### config.mk
export PLATFORM = sky130hd
export DESIGN_NAME = synth_top
export DESIGN_NICKNAME = d
export VERILOG_FILES = /design/src/hdl/synth_pkg.sv /design/src/hdl/ps2_receiver.sv /design/src/hdl/key_decoder.sv /design/src/hdl/menu_controller.sv /design/src/hdl/tone_generator.sv /design/src/hdl/synth_top.sv
export SDC_FILE = /design/constraint.sdc
export NUM_CORES = 1
export LEC_CHECK = 0
export ABC_AREA = 1
export BUFFER_PORTS_ARGS = -buffer_cell sky130_fd_sc_hd__buf_2
export CAP_MARGIN = 30
export CORE_UTILIZATION = 50
export CTS_CLUSTER_DIAMETER = 200
export DETAILED_ROUTE_END_ITERATION = 16
export PLACE_DENSITY_LB_ADDON = 0.08
export SLEW_MARGIN = 20
export SYNTH_ARGS = -nofsm -noshare
export SYNTH_HDL_FRONTEND = slang
export SYNTH_SLANG_ARGS = --single-unit
### constraint.sdc
create_clock -name clk -period 6.1 [get_ports clk]
set_input_delay 0.61 -clock clk [delete_from_list [all_inputs] [get_ports clk]]
set_output_delay 0.61 -clock clk [all_outputs]
set_load 0.05 [all_outputs]
### src/hdl/synth_pkg.sv
package synth_pkg;

  // --------------------------------------------------
  // data widths
  // --------------------------------------------------
  typedef logic [7:0]  scan_t;    // raw ps/2 scan code
  typedef logic [7:0]  key_t;     // ascii letter
  typedef logic [4:0]  note_t;    // 0-6 low, 7-13 mid, 14-20 high
  typedef logic [3:0]  volume_t;  // 0 .. VOLUME_MAX
  typedef logic [11:0] period_t;  // tone period in ticks

  typedef enum logic [1:0] {
    MODE_HOME,
    MODE_PIANO,
    MODE_VOLUME
  } mode_t;

  typedef logic menu_item_t;      // 0 piano, 1 volume

  // --------------------------------------------------
  // ps/2 framing
  // --------------------------------------------------
  localparam int    PS2_FRAME_BITS = 11;     // start, 8 data, parity, stop
  localparam scan_t SCAN_BREAK     = 8'hF0;  // release prefix

  // --------------------------------------------------
  // volume and tone timing
  // --------------------------------------------------
  localparam volume_t VOLUME_MAX    = 4'd8;  // full duty is 8/8
  localparam volume_t VOLUME_RESET  = 4'd4;  // half duty
  localparam int      TONE_TICK_DIV = 4;     // clocks per tick

  // Half-period divider values of the board design, rounded to a
  // multiple of 8 so that period * volume / 8 stays exact.
  localparam period_t NOTE_PERIOD [21] = '{
    12'd3816,  // low 1
    12'd3400,
    12'd3032,
    12'd2864,
    12'd2552,
    12'd2272,
    12'd2024,  // low 7
    12'd1912,  // mid 1
    12'd1704,
    12'd1520,
    12'd1432,
    12'd1280,
    12'd1136,
    12'd1016,  // mid 7
    12'd960,   // high 1
    12'd848,
    12'd760,
    12'd720,
    12'd640,
    12'd568,
    12'd504    // high 7
  };

  // --------------------------------------------------
  // menu keys
  // --------------------------------------------------
  localparam key_t KEY_UP         = 8'h57;  // W
  localparam key_t KEY_DOWN       = 8'h53;  // S
  localparam key_t KEY_ENTER      = 8'h44;  // D
  localparam key_t KEY_BACK_HOME  = 8'h41;  // A, leaves volume mode
  localparam key_t KEY_BACK_PIANO = 8'h59;  // Y, leaves piano mode

endpackage

### src/hdl/ps2_receiver.sv
module ps2_receiver (
  input  logic             clk,
  input  logic             rstn,
  input  logic             ps2_clk,
  input  logic             ps2_data,
  output synth_pkg::scan_t scan_code,
  output logic             scan_valid
);

  logic       ps2_clk_s1;
  logic       ps2_clk_s2;
  logic       ps2_clk_d;   // edge register
  logic       ps2_fall;
  logic [3:0] bit_cnt;     // position inside the frame
  logic [7:0] shift;

  // --------------------------------------------------
  // ps2_clk synchronizer and falling edge
  // --------------------------------------------------
  always_ff @(posedge clk or negedge rstn) begin
    if (!rstn) begin
      ps2_clk_s1 <= 1'b1;  // bus idles high
      ps2_clk_s2 <= 1'b1;
      ps2_clk_d  <= 1'b1;
    end else begin
      ps2_clk_s1 <= ps2_clk;
      ps2_clk_s2 <= ps2_clk_s1;
      ps2_clk_d  <= ps2_clk_s2;
    end
  end

  assign ps2_fall = ps2_clk_d & ~ps2_clk_s2;

  // --------------------------------------------------
  // frame capture
  // --------------------------------------------------
  // The device holds ps2_data for half a bit around the falling edge,
  // so sampling it a few clocks late is still safe.
  always_ff @(posedge clk or negedge rstn) begin
    if (!rstn) begin
      bit_cnt    <= '0;
      scan_valid <= 1'b0;
    end else begin
      scan_valid <= 1'b0;
      if (ps2_fall) begin
        if (int'(bit_cnt) == synth_pkg::PS2_FRAME_BITS - 1) begin
          bit_cnt    <= '0;  // stop bit, frame done
          scan_valid <= 1'b1;
        end else begin
          bit_cnt <= bit_cnt + 1'b1;
        end
      end
    end
  end

  always_ff @(posedge clk) begin
    if (ps2_fall && bit_cnt >= 4'd1 && bit_cnt <= 4'd8) begin
      shift <= {ps2_data, shift[7:1]};  // lsb first
    end
    if (ps2_fall && int'(bit_cnt) == synth_pkg::PS2_FRAME_BITS - 1) begin
      scan_code <= shift;
    end
  end

  a_bit_cnt_range : assert property (@(posedge clk) disable iff (!rstn)
    int'(bit_cnt) < synth_pkg::PS2_FRAME_BITS);

endmodule

### src/hdl/key_decoder.sv
module key_decoder (
  input  logic             clk,
  input  logic             rstn,
  input  synth_pkg::scan_t scan_code,
  input  logic             scan_valid,
  output synth_pkg::key_t  key,
  output logic             key_held,
  output logic             key_press
);

  logic            break_flag;  // last code was F0
  synth_pkg::key_t ascii;

  // set 2 scan code to upper case ascii, 0 for anything else
  function automatic synth_pkg::key_t scan_to_ascii(input synth_pkg::scan_t code);
    case (code)
      8'h1C:   return 8'h41;  // A
      8'h32:   return 8'h42;  // B
      8'h21:   return 8'h43;  // C
      8'h23:   return 8'h44;  // D
      8'h24:   return 8'h45;  // E
      8'h2B:   return 8'h46;  // F
      8'h34:   return 8'h47;  // G
      8'h33:   return 8'h48;  // H
      8'h43:   return 8'h49;  // I
      8'h3B:   return 8'h4A;  // J
      8'h42:   return 8'h4B;  // K
      8'h4B:   return 8'h4C;  // L
      8'h3A:   return 8'h4D;  // M
      8'h31:   return 8'h4E;  // N
      8'h44:   return 8'h4F;  // O
      8'h4D:   return 8'h50;  // P
      8'h15:   return 8'h51;  // Q
      8'h2D:   return 8'h52;  // R
      8'h1B:   return 8'h53;  // S
      8'h2C:   return 8'h54;  // T
      8'h3C:   return 8'h55;  // U
      8'h2A:   return 8'h56;  // V
      8'h1D:   return 8'h57;  // W
      8'h22:   return 8'h58;  // X
      8'h35:   return 8'h59;  // Y
      8'h1A:   return 8'h5A;  // Z
      default: return 8'h00;
    endcase
  endfunction

  assign ascii = scan_to_ascii(scan_code);

  // --------------------------------------------------
  // make / break tracking
  // --------------------------------------------------
  always_ff @(posedge clk or negedge rstn) begin
    if (!rstn) begin
      break_flag <= 1'b0;
      key        <= '0;
      key_held   <= 1'b0;
      key_press  <= 1'b0;
    end else begin
      key_press <= 1'b0;
      if (scan_valid) begin
        if (scan_code == synth_pkg::SCAN_BREAK) begin
          break_flag <= 1'b1;
        end else if (break_flag) begin
          break_flag <= 1'b0;
          if (ascii != 8'h00 && ascii == key) begin
            key_held <= 1'b0;  // only the held key releases
          end
        end else if (ascii != 8'h00) begin
          key       <= ascii;
          key_held  <= 1'b1;
          key_press <= 1'b1;
        end
      end
    end
  end

endmodule

### src/hdl/menu_controller.sv
module menu_controller (
  input  logic                  clk,
  input  logic                  rstn,
  input  synth_pkg::key_t       key,
  input  logic                  key_press,
  input  logic                  key_held,
  output synth_pkg::mode_t      mode,
  output synth_pkg::menu_item_t cursor,
  output synth_pkg::volume_t    volume,
  output synth_pkg::note_t      note,
  output logic                  note_on
);

  logic [5:0] note_map;  // {mapped, note}

  // keyboard layout: bottom row low, home row mid, top row high
  function automatic logic [5:0] key_to_note(input synth_pkg::key_t k);
    case (k)
      8'h5A:   return {1'b1, 5'd0};   // Z
      8'h58:   return {1'b1, 5'd1};   // X
      8'h43:   return {1'b1, 5'd2};   // C
      8'h56:   return {1'b1, 5'd3};   // V
      8'h42:   return {1'b1, 5'd4};   // B
      8'h4E:   return {1'b1, 5'd5};   // N
      8'h4D:   return {1'b1, 5'd6};   // M
      8'h41:   return {1'b1, 5'd7};   // A
      8'h53:   return {1'b1, 5'd8};   // S
      8'h44:   return {1'b1, 5'd9};   // D
      8'h46:   return {1'b1, 5'd10};  // F
      8'h4A:   return {1'b1, 5'd11};  // J
      8'h4B:   return {1'b1, 5'd12};  // K
      8'h4C:   return {1'b1, 5'd13};  // L
      8'h51:   return {1'b1, 5'd14};  // Q
      8'h57:   return {1'b1, 5'd15};  // W
      8'h45:   return {1'b1, 5'd16};  // E
      8'h52:   return {1'b1, 5'd17};  // R
      8'h49:   return {1'b1, 5'd18};  // I
      8'h4F:   return {1'b1, 5'd19};  // O
      8'h50:   return {1'b1, 5'd20};  // P
      default: return {1'b0, 5'd0};   // G, H, T, U, Y ... stay silent
    endcase
  endfunction

  assign note_map = key_to_note(key);
  assign note     = note_map[4:0];
  assign note_on  = key_held && note_map[5] && (mode == synth_pkg::MODE_PIANO);

  // --------------------------------------------------
  // mode FSM, cursor and volume register
  // --------------------------------------------------
  always_ff @(posedge clk or negedge rstn) begin
    if (!rstn) begin
      mode   <= synth_pkg::MODE_HOME;
      cursor <= 1'b0;
      volume <= synth_pkg::VOLUME_RESET;
    end else if (key_press) begin
      case (mode)
        synth_pkg::MODE_HOME: begin
          if (key == synth_pkg::KEY_UP || key == synth_pkg::KEY_DOWN) begin
            cursor <= ~cursor;  // two items, either way wraps
          end else if (key == synth_pkg::KEY_ENTER) begin
            mode <= cursor ? synth_pkg::MODE_VOLUME : synth_pkg::MODE_PIANO;
          end
        end
        synth_pkg::MODE_VOLUME: begin
          if (key == synth_pkg::KEY_UP && volume != synth_pkg::VOLUME_MAX) begin
            volume <= volume + 1'b1;
          end else if (key == synth_pkg::KEY_DOWN && volume != '0) begin
            volume <= volume - 1'b1;
          end else if (key == synth_pkg::KEY_BACK_HOME) begin
            mode <= synth_pkg::MODE_HOME;
          end
        end
        synth_pkg::MODE_PIANO: begin
          if (key == synth_pkg::KEY_BACK_PIANO) begin
            mode <= synth_pkg::MODE_HOME;
          end
        end
        default: mode <= synth_pkg::MODE_HOME;
      endcase
    end
  end

  a_volume_max : assert property (@(posedge clk) disable iff (!rstn)
    volume <= synth_pkg::VOLUME_MAX);

endmodule

### src/hdl/tone_generator.sv
module tone_generator (
  input  logic               clk,
  input  logic               rstn,
  input  synth_pkg::note_t   note,
  input  logic               note_on,
  input  synth_pkg::volume_t volume,
  output logic               audio
);

  logic [$clog2(synth_pkg::TONE_TICK_DIV)-1:0] presc;
  logic [$clog2(synth_pkg::TONE_TICK_DIV)-1:0] presc_nxt;
  synth_pkg::period_t phase;
  synth_pkg::period_t phase_nxt;
  synth_pkg::period_t period;
  synth_pkg::note_t   note_q;
  logic               note_on_q;
  logic               tick;
  logic               restart;
  logic [12:0]        high_len;  // ticks of high level per period
  logic               audio_q;

  // --------------------------------------------------
  // period lookup and duty threshold
  // --------------------------------------------------
  assign period = (int'(note) < $size(synth_pkg::NOTE_PERIOD)) ?
                  synth_pkg::NOTE_PERIOD[note] : synth_pkg::NOTE_PERIOD[0];
  assign high_len = 13'(period >> 3) * 13'(volume);  // period is a multiple of 8

  assign tick    = int'(presc) == synth_pkg::TONE_TICK_DIV - 1;
  assign restart = note_on && (!note_on_q || note != note_q);  // new key

  always_comb begin
    presc_nxt = presc;
    phase_nxt = phase;
    if (restart) begin
      presc_nxt = '0;
      phase_nxt = '0;
    end else begin
      presc_nxt = tick ? '0 : presc + 1'b1;
      if (tick) begin
        phase_nxt = (phase >= period - 1'b1) ? '0 : phase + 1'b1;
      end
    end
  end

  always_ff @(posedge clk or negedge rstn) begin
    if (!rstn) begin
      presc     <= '0;
      phase     <= '0;
      note_q    <= '0;
      note_on_q <= 1'b0;
      audio_q   <= 1'b0;
    end else begin
      presc     <= presc_nxt;
      phase     <= phase_nxt;
      note_q    <= note;
      note_on_q <= note_on;
      audio_q   <= note_on && (13'(phase_nxt) < high_len);  // aligned with phase
    end
  end

  assign audio = audio_q & note_on;  // cut at once on release

  a_quiet_when_off : assert property (@(posedge clk) disable iff (!rstn)
    !note_on |=> !audio_q);

  a_rise_on_key : assert property (@(posedge clk) disable iff (!rstn)
    $rose(note_on) && volume != '0 |=> audio || !note_on);

endmodule

### src/hdl/synth_top.sv
module synth_top (
  input  logic                  clk,
  input  logic                  rstn,
  input  logic                  ps2_clk,
  input  logic                  ps2_data,
  output logic                  audio,
  output synth_pkg::mode_t      mode,
  output synth_pkg::menu_item_t cursor,
  output synth_pkg::volume_t    volume
);

  synth_pkg::scan_t scan_code;
  logic             scan_valid;
  synth_pkg::key_t  key;
  logic             key_press;
  logic             key_held;
  synth_pkg::note_t note;
  logic             note_on;

  // --------------------------------------------------
  // keyboard path
  // --------------------------------------------------
  ps2_receiver ps2_receiver_inst (
    .clk        (clk),
    .rstn       (rstn),
    .ps2_clk    (ps2_clk),
    .ps2_data   (ps2_data),
    .scan_code  (scan_code),
    .scan_valid (scan_valid)
  );

  key_decoder key_decoder_inst (
    .clk        (clk),
    .rstn       (rstn),
    .scan_code  (scan_code),
    .scan_valid (scan_valid),
    .key        (key),
    .key_held   (key_held),
    .key_press  (key_press)
  );

  // --------------------------------------------------
  // control and sound
  // --------------------------------------------------
  menu_controller menu_controller_inst (
    .clk       (clk),
    .rstn      (rstn),
    .key       (key),
    .key_press (key_press),
    .key_held  (key_held),
    .mode      (mode),    // board leds
    .cursor    (cursor),
    .volume    (volume),
    .note      (note),
    .note_on   (note_on)
  );

  tone_generator tone_generator_inst (
    .clk     (clk),
    .rstn    (rstn),
    .note    (note),
    .note_on (note_on),
    .volume  (volume),
    .audio   (audio)
  );

endmodule

# Yosys cells after proc, flatten, opt, wreduce, memory -nomap -nowiden
# Memory sizes are Yosys's and may differ from the RTL's. A register that Yosys moved wholly into a read port is not among the register bits.
# Index checks and enable logic that the tools add are counted.
# classes
n_bitwise	7
n_eq_ne	37
multipliers	1
n_mux	32
magnitude_cmp	6
add_sub_neg	6
n_reduce_logical	23
# ops
operator	count
$eq 8x7->1 const B	22
$pmux 6 s21	1
$mux 12	6
$mux 2	9
$lt 12x13->1	1
$mul 9x4->13	1
$add 12x1->12 const B	1
$ge 12x12->1	1
$mux 4	3
$sub 12x1->12 const B	1
$logic_and 1x1->1	10
$mux 1	10
$ne 2x2->1 const B	5
$add 4x1->4 const B	2
$eq 8x8->1	1
$eq 8x8->1 const B	1
$mux 8	1
$reduce_and 4->1	2
$reduce_bool 8->1	1
$mux 7	1
$reduce_and 7->1	1
$ge 6x6->1 const B	1
$not 5->6	1
$pmux 2 s3	1
19 further kinds	28
# word_totals
mem_count	2
ff_bits	63
output_inout_bits	8
mem_bits_ro	1152
inputBits	4
# mem_list
memory	words	word_bits	rd	rd_ports_with_merged_regs	write_ports	line_no	text
(no name shown)	128	6	1	1	0	key_decoder.sv:16	case (code)
(no name shown)	32	12	1	0	0	tone_generator.sv:26	synth_pkg::NOTE_PERIOD[note] : synth_pkg::NOTE_PERIOD[0];

# Depth between registers and ports, before layout
# logic_depth
word_depth	14
mapped_depth	38
ltp_nobuf	38

# By module
# Synthesis repeated with hierarchy kept, for this count alone.
# unflattened
hier_cells	845
hier_area_um2	6073.3
# by_module_without_submodules
mod	n_inst	area_each_um2	cells_each	seq_area_each_um2
tone_generator	1	3113.0	441	525.5
key_decoder	1	1166.1	190	225.2
menu_controller	1	970.9	158	176.4
ps2_receiver	1	823.3	56	684.4

# Worst setup path after synthesis
# No wires, ideal clock.
# synth_path
kind	reg-to-reg
startpoint	reg key_decoder_inst.key[6]
endpoint	reg tone_generator_inst.audio_q
stages_incl_launch_ff	36
path_buffers	1
period_less_slack_ns	5.056
setup_ns	0.121
required_ns	5.979
setup_slack_ns	1.044
arrival_time_ns	4.935
cell_sequence	dfrtp_1 inv_1 nor2_2 buf_4 nand3_1 nand2_1 nor2_1 nand3_2 inv_1 ha_1 nand2_1 o21ai_0 nand3_1 nand4_1 inv_2 nand2_1 fa_1 fa_1 inv_1 ha_1 nand3_1 nand2_1 a21oi_1 o21ai_0 nand2_1 nand2_1 nand2_1 nand2_1 nand2_1 nand2_1 a21oi_1 xor2_1 ha_1 nand3_1 nor2_1 a21oi_1
# synth_between
elab_chain_cells	14
word_cells_on_any_way	41
classes_between	1 x add/sub; 1 x mul; 3 x order compare; 22 x eq/ne; 7 x mux; 1 x bitwise; 5 x reduce/logical; 1 x memory
# synth_rtl
element	line_no	text
start, declared	key_decoder.sv:6	output synth_pkg::key_t key,
start signal, assigned	key_decoder.sv:69	key <= ascii;
$eq 8x7->1	menu_controller.sv:18	case (k)
$pmux 6 s21 (*)	menu_controller.sv:18	
net menu_controller_inst.note[1]	menu_controller.sv:10	output synth_pkg::note_t note,
$not 5->6 (not written as such)	tone_generator.sv:26	
$mem_v2 32x12	-	
$mux 12 (not written as such) (2 in a row)	tone_generator.sv:26	
$mux 12	tone_generator.sv:25	assign period = (int'(note) < $size(synth_pkg::NOTE_PERIOD)) ?
$sub 12x1->12	tone_generator.sv:41	phase_nxt = (phase >= period - 1'b1) ? '0 : phase + 1'b1;
$ge 12x12->1	tone_generator.sv:41	
$mux 12	tone_generator.sv:41	
$mux 12	tone_generator.sv:40	if (tick) begin
$mux 12	tone_generator.sv:35	if (restart) begin
$lt 12x13->1 (*)	tone_generator.sv:58	audio_q <= note_on && (13'(phase_nxt) < high_len);
$logic_and 1x1->1 (*)	tone_generator.sv:58	
end signal, assigned	tone_generator.sv:58	
end, declared	tone_generator.sv:20	logic audio_q;
# The timed path passes the listed nets; every way through them passes the cells marked *. The select of a mux whose other input is x is not followed.
# A chain may end at the register's enable or synchronous reset.

# Worst setup path after layout
# layout_path
startpoint	reg key_decoder_inst.key[2]
endpoint	reg tone_generator_inst.audio_q
# Same word-level chain as after synthesis.

==> flow_summary.toml <==
[critical_path]
cpMostUsedCell = "nand2_1"
path_max_fanout = 11
slowest_delay_ps = 610
critical_path_class = "reg2reg"
rr_worst_depth = 34
worstPathArrival_ps = 5880
critPathRequiredTime_ps = 6390
crit_slowest_cell = "fa_1"
endpoint_kind = "register"
start_kind = "register"

[pwr]
power.leakage_uw = 0.00313
vdd_drop_max_mv = 0.202
p_per_area_nw_per_um2 = 178
total_power_uw = 1090

[synthesis]
synth_top_cell_by_area = "dfrtp_1"
synthTopCellsByArea = "dfrtp_1, nand2_1, ha_1"
syn_area_um2 = 5640
ys_warn_count = 0
ys.flop_type = "dfrtp_1"
netlist_instances = 755
netlist.area_leader.share_pct = 18.2
synthesis.nets = 827
synth-async-reset-ratio_pct = 67.2
ys_types = 49
synth_seq_cells = 67
syn_area_per_cell_um2 = 7.47
synth_seq_area_share_pct = 30.7
synth_edf_count = 16

[sta]
fin_crit_sh_pct = 91.7
clock.fmax_ghz = 0.179
fin_setup_tns_ps = 0
slew_viol_final = 0
clock_skew_ps = 14.2
hold_violations = 0
timing.slew.headroom_pct = 57.6
worst_pin_slew_ps = 629
setup_violations = 0
min_period_ps = 5590
grt_setup_unrepaired = "no"

[floorplanning]
core_um2 = 10900
die_area_um2 = 11700
die_h_um = 108
rows = 38
die_w_um = 108
initial_utilization_pct = 51.8
ios = 12

[drt]
dr.pass1.iters = 5
num_vias = 4956
avgRoutedWirePerCell_um = 14.3
dr.first_iter.drc_count = 316
ant_nets = 0
drcViolationCount = 0
avgViaCountPerCell = 5.39
wl_mm = 13.1

[clock_tree]
tritoncts = "built"
h-tree-depth = 3
cts_sinks = 67
path_clk_slew_ps = 80
postCtsHoldBufs = 0
cts_buffers = 9
cts-root-buf = "clkbuf_8"
clockBufferDepth = 2
clock_latency_ps = 360

[placed_design]
gp_congestion = 0.882
port_buffers = 11
dp_cells = 901
dp_hpwl_mm = 10.5

[cells_and_area]
mostFrequentLayoutCell = "nand2_1"
final_layout_size_suffix_gt1_share_pct = 10.0
antenna_cells = 0
finalNetCount = 846
final_cell_mix = "nand2_1, inv_1, nor2_1, nand3_1, ha_1"
stdcell_count = 919
area.growth.synth_to_final_pct = 8.37

[grt]
grt_pass1_wl_mm = 22.5
grt_start_max_net_pins = 33
antenna_found_initial = 0
grt_pass1_vias = 4882
gr-total-overflow = 0
grt_use_total_pct = 24.8

[worst_hold_path]
hold_path_class = "in2async"

[outcome]
status = "completed"

[flow_run]
cap_violations = 0
[critical path, delay by kind of cell (launching register included)]
family,cells,cell delay (ps)
adder cells (fa/ha/maj),5,2010
AND/OR/NAND/NOR,19,1940
AO/OA/AOI/OAI,5,580
flip-flops,1,450
buffers and inverters,4,380
XOR/XNOR,1,180
[layer usage]
| layer | wire (µm) | vias up | track usage, % |
|---|---|---|---|
| met5 | 0 | - | 0 |
| met4 | 190 | 0 | 7.34 |
| met3 | 523 | 17 | 4.40 |
| met2 | 6240 | 114 | 41.9 |
| met1 | 6180 | 2304 | 32.4 |
| li1 | - | 2521 | - |
[report_power, final]
group / internal (µW) / switching [µW] / total (µW)
Sequential: 498 / 28.6 / 527
Combinational: 44.5 / 92.4 / 137
Clock: 241 / 185 / 426
Total: 784 / 306 / 1090
[metrics by stage]
step	instance area [µm²]	hold slack (ps)	worst slack (ps)	util, %
6_report	6110	172	508	56.1
4_1_cts	6080	166	360	55.9
3_3_place_gp	5830	348	592	53.6
5_1_grt	6110	170	62.1	56.1
3_5_place_dp	5860	348	374	53.8
2_1_floorplan	5640	314	1040	-
[final cells by class]
class                           count  area [µm²]
Clock buffer                       10         138
Clock inverter                      6        87.6
Fill cell                        1032        4780
Inverter                          113         424
Multi-Input combinational cell    566        3440
Sequential cell                    67        1730
Tap cell                          140         175
Timing Repair Buffer               17         110
[final timing paths]
path                                                              from                                 endpoint  slack [ps]
worst max-delay path               key_decoder_inst.key[2]$_DFFE_PN0P_    tone_generator_inst.audio_q$_DFF_PN0_         510
worst min-delay path                                              rstn  tone_generator_inst.phase[10]$_DFF_PN0_         170
worst max register to register     key_decoder_inst.key[2]$_DFFE_PN0P_    tone_generator_inst.audio_q$_DFF_PN0_         510
worst min register to register  ps2_receiver_inst.ps2_clk_s1$_DFF_PN1_   ps2_receiver_inst.ps2_clk_s2$_DFF_PN1_         360
max in group asynchronous                                         rstn   ps2_receiver_inst.ps2_clk_s1$_DFF_PN1_        5350
min in group clk                                               ps2_clk   ps2_receiver_inst.ps2_clk_s1$_DFF_PN1_         350
[cell usage after synthesis (2+ instances only)]
| cell | instances |
|---|---|
| nand2_1 | 180 |
| inv_1 | 99 |
| nor2_1 | 77 |
| nand3_1 | 60 |
| ha_1 | 53 |
| dfrtp_1 | 41 |
| a21oi_1 | 35 |
| o21ai_0 | 31 |
| xor2_1 | 20 |
| edfxtp_1 | 16 |
| fa_1 | 15 |
| inv_2 | 13 |
| nand4_1 | 10 |
| nor3_1 | 8 |
| nor3_2 | 7 |
| and3_1 | 6 |
| dfxtp_1 | 6 |
| o21ai_1 | 6 |
| buf_2 | 5 |
| nor2_2 | 5 |
| nor4_1 | 5 |
| o211ai_1 | 5 |
| xnor2_1 | 5 |
| a31oi_1 | 4 |
| dfstp_2 | 4 |
| nand2_2 | 3 |
| nand3_2 | 3 |
| a211oi_1 | 2 |
| a21o_1 | 2 |
| buf_4 | 2 |
| clkbuf_1 | 2 |
| nand3b_1 | 2 |
| nor2_4 | 2 |
| o21a_1 | 2 |
| o21ai_2 | 2 |
| o221ai_1 | 2 |
| o31ai_1 | 2 |
| or2_2 | 2 |
[repair_timing]
item                       CTS  global route
buffers inserted             0             2
setup endpoints to repair    0             1
gates resized for setup      0             4
[flip-flops by register name (all words and copies together) (netlist names), 2 cells and up, named ones only]
name / count
key_decoder_inst.key: 6
menu_controller_inst.mode: 2
menu_controller_inst.volume: 4
ps2_receiver_inst.bit_cnt: 4
ps2_receiver_inst.scan_code: 8
ps2_receiver_inst.shift: 8
tone_generator_inst.note_q: 5
tone_generator_inst.phase: 12
tone_generator_inst.presc: 2
[kinds of logic (layout without fill, tap and decap cells)]
family,count (synthesis),in the layout,share of synthesized area [%]
adders and majority gates,68,68,17.1
muxes,1,1,0.178
AOI/OAI and AO/OA,99,99,10.1
xor gates and xnor gates,25,25,3.88
DFF,67,67,30.7
and+or+nand+nor,373,373,29.7
buffers and inverters,122,146,8.37
No activity file was read; power rests on OpenSTA's default activity.
